[src/rtl/dbgPkg.sv]
`default_nettype none

package dbgPkg;

    // ==============================
    // Widths
    // ==============================

    // One byte on the serial link
    typedef logic [7:0] byte_t;

    // Scratch memory word address and word
    typedef logic [7:0] memAddr_t;
    typedef logic [15:0] memData_t;

    // ==============================
    // Message types
    // ==============================

    // Type byte of a message, zero is a filler that the receiver skips
    typedef enum logic [7:0] {
        MsgNop      = 8'h00,
        MsgSetLed   = 8'h01,
        MsgFillMem  = 8'h02,
        MsgReadMem  = 8'h03,
        MsgReadResp = 8'h83
    } msgType_t;

    // Payload bytes kept per message, extra ones are counted and dropped
    localparam int MsgMaxPayloadLen = 5;

    // Output byte queue depth, also the initial byte credit count
    localparam int OutQueueDepth = 8;

endpackage

`default_nettype wire

[src/rtl/dbgIfc.sv]
`default_nettype none

// One framed message, valid for one cycle, credit returned on consumption
interface msgIfc #(
    parameter int MsgMaxPayloadLen = dbgPkg::MsgMaxPayloadLen
);
    logic valid;
    dbgPkg::byte_t msgType;
    dbgPkg::byte_t payloadLen;
    dbgPkg::byte_t [MsgMaxPayloadLen-1:0] payload;
    logic credit;

    modport sender (output valid, msgType, payloadLen, payload, input credit);
    modport receiver (input valid, msgType, payloadLen, payload, output credit);
endinterface

// Byte stream into the output queue, one credit per queue slot
interface byteIfc #(
    parameter int OutQueueDepth = dbgPkg::OutQueueDepth
);
    logic valid;
    dbgPkg::byte_t data;
    logic credit;

    modport sender (output valid, data, input credit);
    modport receiver (input valid, data, output credit);
endinterface


`default_nettype wire

[src/rtl/serialLink.sv]
`default_nettype none

module serialLink #(
    parameter int MsgMaxPayloadLen = dbgPkg::MsgMaxPayloadLen,
    parameter int OutQueueDepth = dbgPkg::OutQueueDepth
) (
    input wire clk,
    input wire rstN,
    input wire debugClk,
    input wire debugCs,
    input wire debugDi,
    output logic debugDo,
    msgIfc.sender rxMsg,
    byteIfc.receiver txByte
);
    localparam int IdxW = (MsgMaxPayloadLen > 1) ? $clog2(MsgMaxPayloadLen) : 1;
    localparam int PtrW = (OutQueueDepth > 1) ? $clog2(OutQueueDepth) : 1;
    localparam int CntW = $clog2(OutQueueDepth + 1);

    typedef enum logic [1:0] {RxType, RxLen, RxPayload} rxState_t;

    logic [2:0] clkQ;
    logic [1:0] csQ;
    logic [1:0] diQ;
    logic clkRise;
    logic csOn;

    logic [2:0] bitCnt;
    logic byteDone;
    dbgPkg::byte_t shiftIn;

    rxState_t rxState;
    dbgPkg::byte_t payloadCnt;
    logic canSend;
    logic msgValid;
    logic frameDone;
    dbgPkg::byte_t msgType;
    dbgPkg::byte_t payloadLen;
    dbgPkg::byte_t [MsgMaxPayloadLen-1:0] payload;

    dbgPkg::byte_t queue [OutQueueDepth];
    logic [PtrW-1:0] wrPtr;
    logic [PtrW-1:0] rdPtr;
    logic [CntW-1:0] qCount;
    logic popByte;
    logic txCredit;
    logic [2:0] slotCnt;
    dbgPkg::byte_t shiftOut;

    // ==============================
    // Synchroniser
    // ==============================

    // Clock, select and data go through the same depth so they stay aligned
    always_ff @(posedge clk or negedge rstN) begin
        if (!rstN) begin
            clkQ <= '0;
            csQ <= '0;
            diQ <= '0;
        end else begin
            clkQ <= {clkQ[1:0], debugClk};
            csQ <= {csQ[0], debugCs};
            diQ <= {diQ[0], debugDi};
        end
    end

    assign clkRise = clkQ[1] & ~clkQ[2];
    assign csOn = csQ[1];

    // ==============================
    // Deserialiser and framing
    // ==============================

    always_ff @(posedge clk or negedge rstN) begin
        if (!rstN) begin
            bitCnt <= '0;
            byteDone <= 1'b0;
        end else begin
            byteDone <= 1'b0;
            if (!csOn) begin
                bitCnt <= '0;
            end else if (clkRise) begin
                bitCnt <= bitCnt + 3'd1;
                byteDone <= (bitCnt == 3'd7);
            end
        end
    end

    // MSB first
    always_ff @(posedge clk) begin
        if (clkRise) begin
            shiftIn <= {shiftIn[6:0], diQ[1]};
        end
    end

    assign frameDone = byteDone &&
        ((rxState == RxLen && shiftIn == '0) ||
         (rxState == RxPayload && payloadCnt + 8'd1 == payloadLen));

    always_ff @(posedge clk or negedge rstN) begin
        if (!rstN) begin
            rxState <= RxType;
            payloadCnt <= '0;
            canSend <= 1'b1;
            msgValid <= 1'b0;
        end else begin
            msgValid <= 1'b0;
            if (rxMsg.credit) begin
                canSend <= 1'b1;
            end
            if (!csOn) begin
                rxState <= RxType;
            end else if (byteDone) begin
                case (rxState)
                    // Zero type bytes are skipped, so a new message can start anywhere
                    RxType: begin
                        if (shiftIn != '0) begin
                            rxState <= RxLen;
                        end
                    end
                    RxLen: begin
                        payloadCnt <= '0;
                        rxState <= (shiftIn == '0) ? RxType : RxPayload;
                    end
                    RxPayload: begin
                        payloadCnt <= payloadCnt + 8'd1;
                        if (frameDone) begin
                            rxState <= RxType;
                        end
                    end
                    default: rxState <= RxType;
                endcase
                // Without a credit the message is lost
                if (frameDone && canSend) begin
                    msgValid <= 1'b1;
                    canSend <= 1'b0;
                end
            end
        end
    end

    always_ff @(posedge clk) begin
        if (csOn && byteDone) begin
            case (rxState)
                RxType: msgType <= shiftIn;
                RxLen: payloadLen <= shiftIn;
                RxPayload: begin
                    if (payloadCnt < MsgMaxPayloadLen) begin
                        payload[payloadCnt[IdxW-1:0]] <= shiftIn;
                    end
                end
                default: ;
            endcase
        end
    end

    assign rxMsg.valid = msgValid;
    assign rxMsg.msgType = msgType;
    assign rxMsg.payloadLen = payloadLen;
    assign rxMsg.payload = payload;

    // ==============================
    // Output queue and serialiser
    // ==============================

    // Head byte leaves at the first edge of each 8-edge slot
    assign popByte = csOn && clkRise && slotCnt == 3'd0 && qCount != '0;

    always_ff @(posedge clk) begin
        if (txByte.valid) begin
            queue[wrPtr] <= txByte.data;
        end
    end

    always_ff @(posedge clk or negedge rstN) begin
        if (!rstN) begin
            wrPtr <= '0;
            rdPtr <= '0;
            qCount <= '0;
            txCredit <= 1'b0;
        end else begin
            txCredit <= popByte;
            if (txByte.valid) begin
                wrPtr <= (wrPtr == PtrW'(OutQueueDepth - 1)) ? '0 : wrPtr + 1'b1;
            end
            if (popByte) begin
                rdPtr <= (rdPtr == PtrW'(OutQueueDepth - 1)) ? '0 : rdPtr + 1'b1;
            end
            case ({txByte.valid, popByte})
                2'b10: qCount <= qCount + 1'b1;
                2'b01: qCount <= qCount - 1'b1;
                default: ;
            endcase
        end
    end

    always_ff @(posedge clk or negedge rstN) begin
        if (!rstN) begin
            slotCnt <= '0;
            shiftOut <= '0;
        end else if (!csOn) begin
            slotCnt <= '0;
            shiftOut <= '0;
        end else if (clkRise) begin
            slotCnt <= slotCnt + 3'd1;
            if (slotCnt == 3'd0) begin
                // Empty queue sends a zero byte
                shiftOut <= (qCount != '0) ? queue[rdPtr] : '0;
            end else begin
                shiftOut <= {shiftOut[6:0], 1'b0};
            end
        end
    end

    assign debugDo = shiftOut[7];
    assign txByte.credit = txCredit;

endmodule

`default_nettype wire

[src/flat_wrapper.sv]
// flat-port wrapper written by rule: the top's interface ports become plain ports
module serialLink_flat 
#(
    parameter int MsgMaxPayloadLen = dbgPkg::MsgMaxPayloadLen,
    parameter int OutQueueDepth = dbgPkg::OutQueueDepth
)
  (clk, rstN, debugClk, debugCs, debugDi, debugDo, rxMsg_valid, rxMsg_msgType, rxMsg_payloadLen, rxMsg_payload, rxMsg_credit, txByte_valid, txByte_data, txByte_credit);
  msgIfc #(.MsgMaxPayloadLen(MsgMaxPayloadLen)) rxMsg_i ();
  byteIfc #(.OutQueueDepth(OutQueueDepth)) txByte_i ();
  input wire clk;
  input wire rstN;
  input wire debugClk;
  input wire debugCs;
  input wire debugDi;
  output logic debugDo;
  output wire logic [$bits(rxMsg_i.valid)-1:0] rxMsg_valid;
  output wire logic [$bits(rxMsg_i.msgType)-1:0] rxMsg_msgType;
  output wire logic [$bits(rxMsg_i.payloadLen)-1:0] rxMsg_payloadLen;
  output wire logic [$bits(rxMsg_i.payload)-1:0] rxMsg_payload;
  input wire logic [$bits(rxMsg_i.credit)-1:0] rxMsg_credit;
  input wire logic [$bits(txByte_i.valid)-1:0] txByte_valid;
  input wire logic [$bits(txByte_i.data)-1:0] txByte_data;
  output wire logic [$bits(txByte_i.credit)-1:0] txByte_credit;
  assign rxMsg_valid = rxMsg_i.valid;
  assign rxMsg_msgType = rxMsg_i.msgType;
  assign rxMsg_payloadLen = rxMsg_i.payloadLen;
  assign rxMsg_payload = rxMsg_i.payload;
  assign rxMsg_i.credit = rxMsg_credit;
  assign txByte_i.valid = txByte_valid;
  assign txByte_i.data = txByte_data;
  assign txByte_credit = txByte_i.credit;
  serialLink #(.MsgMaxPayloadLen(MsgMaxPayloadLen), .OutQueueDepth(OutQueueDepth)) u_core (.clk(clk), .rstN(rstN), .debugClk(debugClk), .debugCs(debugCs), .debugDi(debugDi), .debugDo(debugDo), .rxMsg(rxMsg_i), .txByte(txByte_i));
endmodule
[config.mk]
export PLATFORM = sky130hd
export DESIGN_NAME = serialLink_flat
export DESIGN_NICKNAME = d
export VERILOG_FILES = /design/src/rtl/dbgPkg.sv /design/src/rtl/dbgIfc.sv /design/src/rtl/serialLink.sv /design/src/flat_wrapper.sv
export SDC_FILE = /design/constraint.sdc
export NUM_CORES = 1
export LEC_CHECK = 0
export BUFFER_PORTS_ARGS = -buffer_cell sky130_fd_sc_hd__buf_2
export CORE_MARGIN = 5
export CORE_UTILIZATION = 58
export DETAILED_ROUTE_END_ITERATION = 16
export PLACE_DENSITY = 0.83
export RECOVER_POWER = 25
export REMOVE_ABC_BUFFERS = 1
export SYNTH_ARGS = -nofsm -noshare
export SYNTH_HDL_FRONTEND = slang
export SYNTH_SLANG_ARGS = --single-unit
[constraint.sdc]
create_clock -name clk -period 3.7 [get_ports clk]
set_input_delay 0 -clock clk [delete_from_list [all_inputs] [get_ports clk]]
set_output_delay 0 -clock clk [all_outputs]
set_load 0.02 [all_outputs]
### Yosys cells after proc, flatten, opt, wreduce, memory -nomap -nowiden

Memories as Yosys holds them, arrays and structs flattened.
Cells that the tools add are included.

* add/subtract/negate cells: 7
* multiply operators: 0
* divide/modulo/power cells: 0
* magnitude comparators: 3
* equal/unequal tests: 12
* shifts and indexed selects: 0
* multiplexer cells: 32
* bitwise gates (word level): 2
* reductions and logical operators: 22

Operator list (count)
* bitwise mux 40 bit: 1
* two-way mux 8 bit: 5
* demux 8 bit (select 3 bit): 1
* two-way mux 3 bit: 6
* case mux 8 bit (2 select lines): 1
* adder 3 x 1 -> 3 bit, second input constant: 4
* two-way mux 1 bit: 11
* two-way mux 2 bit: 5
* == test 3 bit, second input constant: 3
* logical AND 1 bit: 9
* AND reduction 3 bit: 3
* adder 8 x 1 -> 8 bit, second input constant: 1
* == test 8 bit: 1
* logical NOT 8 bit: 1
* < comparator 8 x 3 -> 1 bit, second input constant: 1
* case mux 4 bit (2 select lines): 1
* nonzero test 8 bit: 1
* inequality test 3 bit, second input constant: 2
* case mux 2 bit (3 select lines): 1
* adder 4 x 1 -> 4 bit, second input constant: 1
* == test 2 x 1 -> 1 bit, second input constant: 2
* == test 2 bit, second input constant: 2
* < comparator 3 x 4 -> 1 bit, second input constant: 1
* inequality test 2 bit, second input constant: 2
* other kinds (10): 12

* register bits after elaboration: 109
* latch bits: 0
* RAM bits: 64
* ROM bits: 0
* bits of input ports: 15
* output and inout port bits: 59
* word-level logic and storage cells: 102
* memories: 1

Memory list
* u_core.queue: words 8, width 8, rd ports 1, clocked after Yosys merged registers in 0, write ports 1, RTL line serialLink.sv:41 `dbgPkg::byte_t queue [OutQueueDepth];`

### Longest topological paths before layout

Gate-level depths: netlist of the first run.

* depth after elaboration: 9
* gate-level depth with buffers: 14
* depth with buffers taken out: 12

### Least setup slack after synthesis of the first run

OpenSTA, ideal clock, no wires.

* path type: reg2reg
* from: reg u_core.slotCnt[0]
* to: reg u_core.qCount[3]
* setup time: 125 ps
* arrival time: 2551 ps
* data required time: 3575 ps
* setup slack: 1024 ps
* cell stages (with the launch flop): 15
* buffers on the path: 2
* period minus slack after synthesis: 2676 ps
* cell sequence: dfrtp_1 > inv_1 > ha_1 > nand2b_1 > clkbuf_1 > a31o_2 > clkbuf_1 > nor2_1 > ha_1 > ha_1 > a21o_1 > a21oi_1 > xnor2_1 > nor2_1 > xor2_1

* cells in the longest elaborated chain, start to end: 5

RTL lines
* start, declared: RTL line serialLink.sv:47 `logic [2:0] slotCnt;`
* start signal, assigned: RTL line serialLink.sv:205 `slotCnt <= slotCnt + 3'd1;`
* logical NOT 3 bit (*): RTL line serialLink.sv:167 `assign popByte = csOn && clkRise && slotCnt == 3'd0 && qCount != '0;`
* logical AND 1 bit (*) (2 in a row): RTL line serialLink.sv:167
* net u_core.popByte: RTL line serialLink.sv:45 `logic popByte;`
* == test 2 x 1 -> 1 bit / == test 2 bit (equally long branches): RTL line serialLink.sv:189 `case ({txByte.valid, popByte})`
* case mux 4 bit (2 select lines) / nonzero test 2 bit (equally long branches)
* end signal, assigned: RTL line serialLink.sv:190 `2'b10: qCount <= qCount + 1'b1;`
* end signal, assigned: RTL line serialLink.sv:191 `2'b01: qCount <= qCount - 1'b1;`
* end, declared: RTL line serialLink.sv:44 `logic [CntW-1:0] qCount;`

Mark *: on every way through the listed nets, which the timed path passes. The rest lies on a longest branch.
A chain may end at the register's enable or synchronous reset.

### Worst setup path after layout of the first run

Same ends and word-level chain as after synthesis.

==> flow_summary.ini, run 1 <==
[placement]
place.gp.congestion = 0.908
dpl_cell_area_um2 = 7380
dpl.hpwl_mm = 8.47
io_buffers = 73

[synthesis]
ys_warn_count = 0
synth_most_common_cell = edfxtp_1
yosysTopAreaCell = edfxtp_1
synth_area_leaders = edfxtp_1 56%, dfrtp_1 16%, mux4_2 5.2%, ha_1 2.9%, nand2_1 2.0%
synth_edf_count = 128
yosysSeqAreaShare = 0.721
synth-seq-cells = 173
ys.flop_type = edfxtp_1
synthDistinctLibCells = 53
yosys-top-cells-count = 128 x edfxtp_1, 44 x dfrtp_1, 37 x nand2_1
postSynth.asyncResetShare = 0.260
synth_top_cell_area_share = 0.558
netlist_area_um2 = 6890
syn_avg_cell_area_um2 = 16.5
syn-instance-count = 418

[clock_tree]
clkTransAtPathRegs_ns = 0.06
cts_tree = yes
numCtsBuffers = 17
cts-root-buf = clkbuf_16
insertion_delay_ns = 0.42
post_cts_buffers = 0
cts_max_level = 4
cts.sink_count = 173
hold_buffers = 14
cts_resized = 0
cts_buffer_depth = 2

[routing]
met1_length_mm = 5.19
drt_iter0_drc = 405
vias_per_cell = 5.72
wl_per_cell_um = 19.3
wl_met2_mm = 6.86
ant_nets = 0
routed_wl_mm = 12.9
dr.pass1.iters = 4
top_layer_used = met4
drc_errors = 0
num_vias = 3824
wl_met3_um = 685

[setup_path]
path_delay_family = compound AO/OA/AOI/OAI gates
cp_slowest_stage_delay_ns = 0.38
rr_worst_depth = 12
path_depth = 12
start_kind = register
required_ns = 4.00
critical_path_arrival_ns = 3.11
crit_path_end_kind = register
worst_path_most_repeated_cell = ha_1
critPathKind = register to register
worst-path-buf-inv = 1
path_cells = inv_1, ha_1, nand2b_1, a31o_2, nor2_1, ha_1, ha_1, a21o_1, a21oi_1, xnor2_1, nor2_1, xor2_1
cp_max_fo = 9
worst_path_max_delay_cell = dfrtp_1

[global_routing]
grt_pass1_wl_mm = 20.9
antenna_found_initial = 0
grt_max_degree = 46
track_usage = 0.191
overflow = 0
grt_pass1_vias = 3902

[final_layout]
drive_above_1_share = 0.243
antenna_cells = 0
finalInstanceArea_um2 = 8150
fin_util = 0.708
syn_to_final_growth_pct = 18.3
nNetsFinal = 545

[sta]
rsz0062_at_grt = false
setup_viol = 0
final.setup.tns_ns = 0
fmax_ghz = 0.357
worst_pin_slew_ns = 1.27
maxSlewViolCount = 0
slew_headroom = 0.146
finalCritPeriodShare = 0.758
final.min_clock_period_ns = 2.80
hold_viol = 0
skew_ns = 0.00812

[run_status]
outcome = completed

[floorplanning]
rows = 39
die_area_um2 = 14200
die_w_um = 119
pin_count = 74
initial_utilization = 0.598
die_h_um = 119
core-area_um2 = 11500

[power]
finalPower_w = 0.00500
powerDensity_nw_per_um2 = 614
power_leakage_nw = 3.13
ir_worst_vdd_mv = 0.498

[hold_path]
hold_depth = 2
min-delay-path-class = primary input to register

[flow_run]
maxCapViolations = 0
-- routing by layer --
metal | global-route usage | vias to the layer above
li1 | - | 1775
met1 | 0.233 | 1914
met4 | 0.0594 | 0
met3 | 0.0583 | 18
met2 | 0.329 | 117
met5 | 0 | -
-- report_power, final --
| group | internal (W) | switching [W] |
|---|---|---|
| logic | 0.000349 | 0.000284 |
| clock network | 0.00120 | 0.000729 |
| registers | 0.00226 | 0.000185 |
-- cell type report --
type	instances	area, um2
multi-input combinational	211	1750
fill	726	3360
sequential	173	4970
clock inverter	14	215
timing repair buffer	95	556
clock buffer	18	429
tap	143	179
inverter	15	56.3
-- registers in the layout, indices dropped and copies added (netlist names) --
signal / flops
u_core.bitCnt: 3
u_core.byteDone: 1
u_core.canSend: 1
u_core.clkQ: 3
u_core.csQ: 2
u_core.diQ: 2
u_core.payloadCnt: 8
u_core.qCount: 4
u_core.queue: 64
u_core.rdPtr: 3
u_core.rxMsg.msgType: 8
u_core.rxMsg.payload: 40
u_core.rxMsg.payloadLen: 8
u_core.rxMsg.valid: 1
u_core.rxState: 2
u_core.shiftIn: 8
u_core.shiftOut: 8
u_core.slotCnt: 3
u_core.txByte.credit: 1
u_core.wrPtr: 3
-- placed cells by master (no fill, tap or decap), types with 3 or more instances in the layout --
master	n
a21oi_1	4
nor3_1	5
o211ai_1	9
clkinv_4	3
nand2_1	37
nand2b_1	7
or4_1	4
dlygate4sd3_1	14
edfxtp_1	128
buf_2	65
xor2_1	5
nor4_1	4
dfrtp_1	44
mux2_2	4
clkbuf_16	17
nand4_1	3
clkbuf_1	9
bufinv_16	5
mux2i_1	11
ha_1	16
and2_1	5
and3_1	4
inv_1	15
buf_4	8
mux4_2	16
nand3_1	4
nor2_1	13
o31ai_1	3
o211a_1	7
xnor2_1	11
a21boi_0	3
o21ai_0	11
-- cells by family after synthesis --
family                   Yosys count  share of synthesized area
AO/OA/AOI/OAI                     53                     0.0586
flip-flops                       173                      0.721
AND/OR/NAND/NOR                   94                     0.0677
buffers and inverters             34                     0.0252
multiplexers                      31                     0.0748
adder cells (fa/ha/maj)           17                     0.0320
XOR/XNOR                          16                     0.0203
-- per-stage QoR --
stage	hold slack [ns]	cells	setup WS, ns
finish	0.224	669	0.896
global route	0.237	669	0.647
CTS	0.215	669	0.880
detailed placement	0.111	623	0.887
global placement	0.111	623	1.02
floorplan	-0.296	399	1.03
-- worst paths after layout --
kind / startpoint / endpoint / slack (ns)
worst max-delay path: u_core.slotCnt[0]$_DFFE_PN0P_ / u_core.qCount[3]$_DFFE_PN0P_ / 0.90
worst min-delay path: debugCs / u_core.csQ[0]$_DFF_PN0_ / 0.22
worst max register to register: u_core.slotCnt[0]$_DFFE_PN0P_ / u_core.qCount[3]$_DFFE_PN0P_ / 0.90
worst min register to register: u_core.diQ[0]$_DFF_PN0_ / u_core.diQ[1]$_DFF_PN0_ / 0.35
max in group asynchronous: rstN / u_core.diQ[1]$_DFF_PN0_ / 2.79
min in group asynchronous: rstN / u_core.rxMsg.valid$_DFF_PN0_ / 0.29
No activity file was read; power rests on OpenSTA's default activity.
==> inputs of run 2 (changes only) <==
--- a/config.mk
+++ b/config.mk
@@ -7,9 +7,9 @@
 export LEC_CHECK = 0
 export BUFFER_PORTS_ARGS = -buffer_cell sky130_fd_sc_hd__buf_2
 export CORE_MARGIN = 5
-export CORE_UTILIZATION = 58
+export CORE_UTILIZATION = 52
 export DETAILED_ROUTE_END_ITERATION = 16
-export PLACE_DENSITY = 0.83
+export PLACE_DENSITY = 0.79
 export RECOVER_POWER = 25
 export REMOVE_ABC_BUFFERS = 1
 export SYNTH_ARGS = -nofsm -noshare
==> constraint.sdc (replaced) <==
create_clock -name clk -period 2.3 [get_ports clk]
set_input_delay 0 -clock clk [delete_from_list [all_inputs] [get_ports clk]]
set_output_delay 0 -clock clk [all_outputs]
set_load 0.02 [all_outputs]
==> flow_summary.ini, run 2 (same netlist as run 1, synthesis figures left out) <==
[global_routing]
grt_pass1_vias = 4030
grt_max_degree = 29
antenna_found_initial = 0
overflow = 0
track_usage = 0.172
grt_pass1_wl_mm = 20.7

[sta]
finalCritPeriodShare = 0.965
maxSlewViolCount = 0
hold_viol = 0
final.min_clock_period_ns = 2.22
fmax_ghz = 0.451
setup_viol = 0
slew_headroom = 0.0882
skew_ns = 0.0137
worst_pin_slew_ns = 1.37
final.setup.tns_ns = 0
rsz0062_at_grt = true

[setup_path]
path_depth = 12
worst-path-buf-inv = 1
worst_path_most_repeated_cell = ha_1
cp_slowest_stage_delay_ns = 0.39
rrSetupSlack_ns = 0.08
critical_path_arrival_ns = 2.52
worstReg2RegEnd = u_core.qCount[3]$_DFFE_PN0P_
worst_path_max_delay_cell = dfrtp_1
path_cells = inv_2, ha_1, nand2b_1, a31o_2, nor2_4, ha_4, ha_1, a21o_1, a21oi_2, xnor2_1, nor2_1, xor2_1
rr_worst_depth = 12
start_kind = register
path_delay_family = compound AO/OA/AOI/OAI gates
cp_max_fo = 3
required_ns = 2.60
crit_path_end_kind = register
critPathKind = register to register
r2r_start = u_core.slotCnt[0]$_DFFE_PN0P_

[clock_tree]
cts_tree = yes
cts_buffer_depth = 2
clkTransAtPathRegs_ns = 0.06
insertion_delay_ns = 0.43
cts-root-buf = clkbuf_16
numCtsBuffers = 17
cts_max_level = 4
cts.sink_count = 173

[final_layout]
nFillCells = 932
nNetsFinal = 572
finalInstanceArea_um2 = 8350
final_common_cell = edfxtp_1
regMostFlops = u_core.queue
drive_above_1_share = 0.295
syn_to_final_growth_pct = 21.1
finalNonFillerCells = 729
final_cell_mix = 128 x edfxtp_1, 63 x buf_2, 41 x dfrtp_1
antenna_cells = 0
largest_register_ffs = 64

[routing]
ant_nets = 0
routed_wl_mm = 12.8
vias_per_cell = 5.32
num_vias = 3880
drc_errors = 0
dr.pass1.iters = 4
wl_per_cell_um = 17.6
drt_iter0_drc = 228

[hold_path]
hp-start = debugCs
hold_depth = 2
holdPathEnd = u_core.csQ[0]$_DFF_PN0_
min-delay-path-class = primary input to register

[floorplanning]
pin_count = 74
rows = 42
die_h_um = 125
die_area_um2 = 15700
core-area_um2 = 13100
initial_utilization = 0.525
die_w_um = 125

[placement]
dpl.hpwl_mm = 8.56
dp.cells = 679
dpl_cell_area_um2 = 7590
place.gp.congestion = 0.884
io_buffers = 73

[power]
powerDensity_nw_per_um2 = 921
power_leakage_nw = 3.21
ir_worst_vdd_mv = 0.835

[run_status]
outcome = completed

[flow_run]
maxCapViolations = 0
## run 2: per-layer routing
| layer | vias to the layer above | routed length [um] | global-route usage |
|---|---|---|---|
| met5 | - | 0 | 0 |
| met4 | 0 | 179 | 0.0580 |
| met3 | 15 | 660 | 0.0542 |
| met2 | 108 | 6660 | 0.296 |
| met1 | 1933 | 5340 | 0.206 |
| li1 | 1824 | - | - |
## run 2: worst max-delay path by stage
stage / endpoint / from
6_report: u_core.qCount[3]$_DFFE_PN0P_ / u_core.slotCnt[0]$_DFFE_PN0P_
5_1_grt: u_core.qCount[3]$_DFFE_PN0P_ / u_core.slotCnt[0]$_DFFE_PN0P_
4_1_cts: u_core.qCount[3]$_DFFE_PN0P_ / u_core.slotCnt[0]$_DFFE_PN0P_
3_5_place_dp: u_core.qCount[3]$_DFFE_PN0P_ / u_core.slotCnt[0]$_DFFE_PN0P_
3_3_place_gp: u_core.qCount[3]$_DFFE_PN0P_ / u_core.slotCnt[0]$_DFFE_PN0P_
2_1_floorplan: u_core.qCount[3]$_DFFE_PN0P_ / u_core.clkQ[2]$_DFF_PN0_
## run 2: power by group
group	switching [W]	leakage [nW]	internal, W
Clock	0.00115	0.272	0.00150
Combinational	0.000612	1.20	0.000624
Sequential	0.000169	1.74	0.00363
Total	0.00193	3.21	0.00576
## run 2: layout make-up
type	instances	area, um2	share of cell area
flip-flops and latches	173	4970	0.596
multi-input cells	211	1780	0.213
well taps	176	220	0.0264
clock buffers	21	480	0.0576
clock inverters	11	85.1	0.0102
repair buffers	122	752	0.0901
inverters	15	56.3	0.00675
## run 2: timing repair
action | 4_1_cts | 5_1_grt
endpoints found under the hold margin | 94 | 0
setup endpoints to repair | 1 | 4
hold buffers | 14 | 0
pin swaps | 0 | 4
gates resized for setup | 3 | 9
buffers inserted | 0 | 4
## run 2: worst reg2reg max path: stages, from the launching register on
cell and delay (ns):
dfrtp_1 0.39, inv_2 0.07, ha_1 0.15, nand2b_1 0.08, a31o_2 0.25, nor2_4 0.12, ha_4 0.15, ha_1 0.22
a21o_1 0.19, a21oi_2 0.15, xnor2_1 0.13, nor2_1 0.07, xor2_1 0.13
## run 2: through the flow
stage	total power, W	hold WS (ns)	setup WS [ns]	utilization
floorplan	0.00466	-0.296	-0.374	-
global placement	0.00499	0.0340	0.0599	0.578
detailed placement	0.00507	0.0302	-0.0676	0.578
CTS	0.00775	0.113	0.00171	0.632
global route	0.00804	0.227	-0.0356	0.635
finish	0.00768	0.226	0.0812	0.635
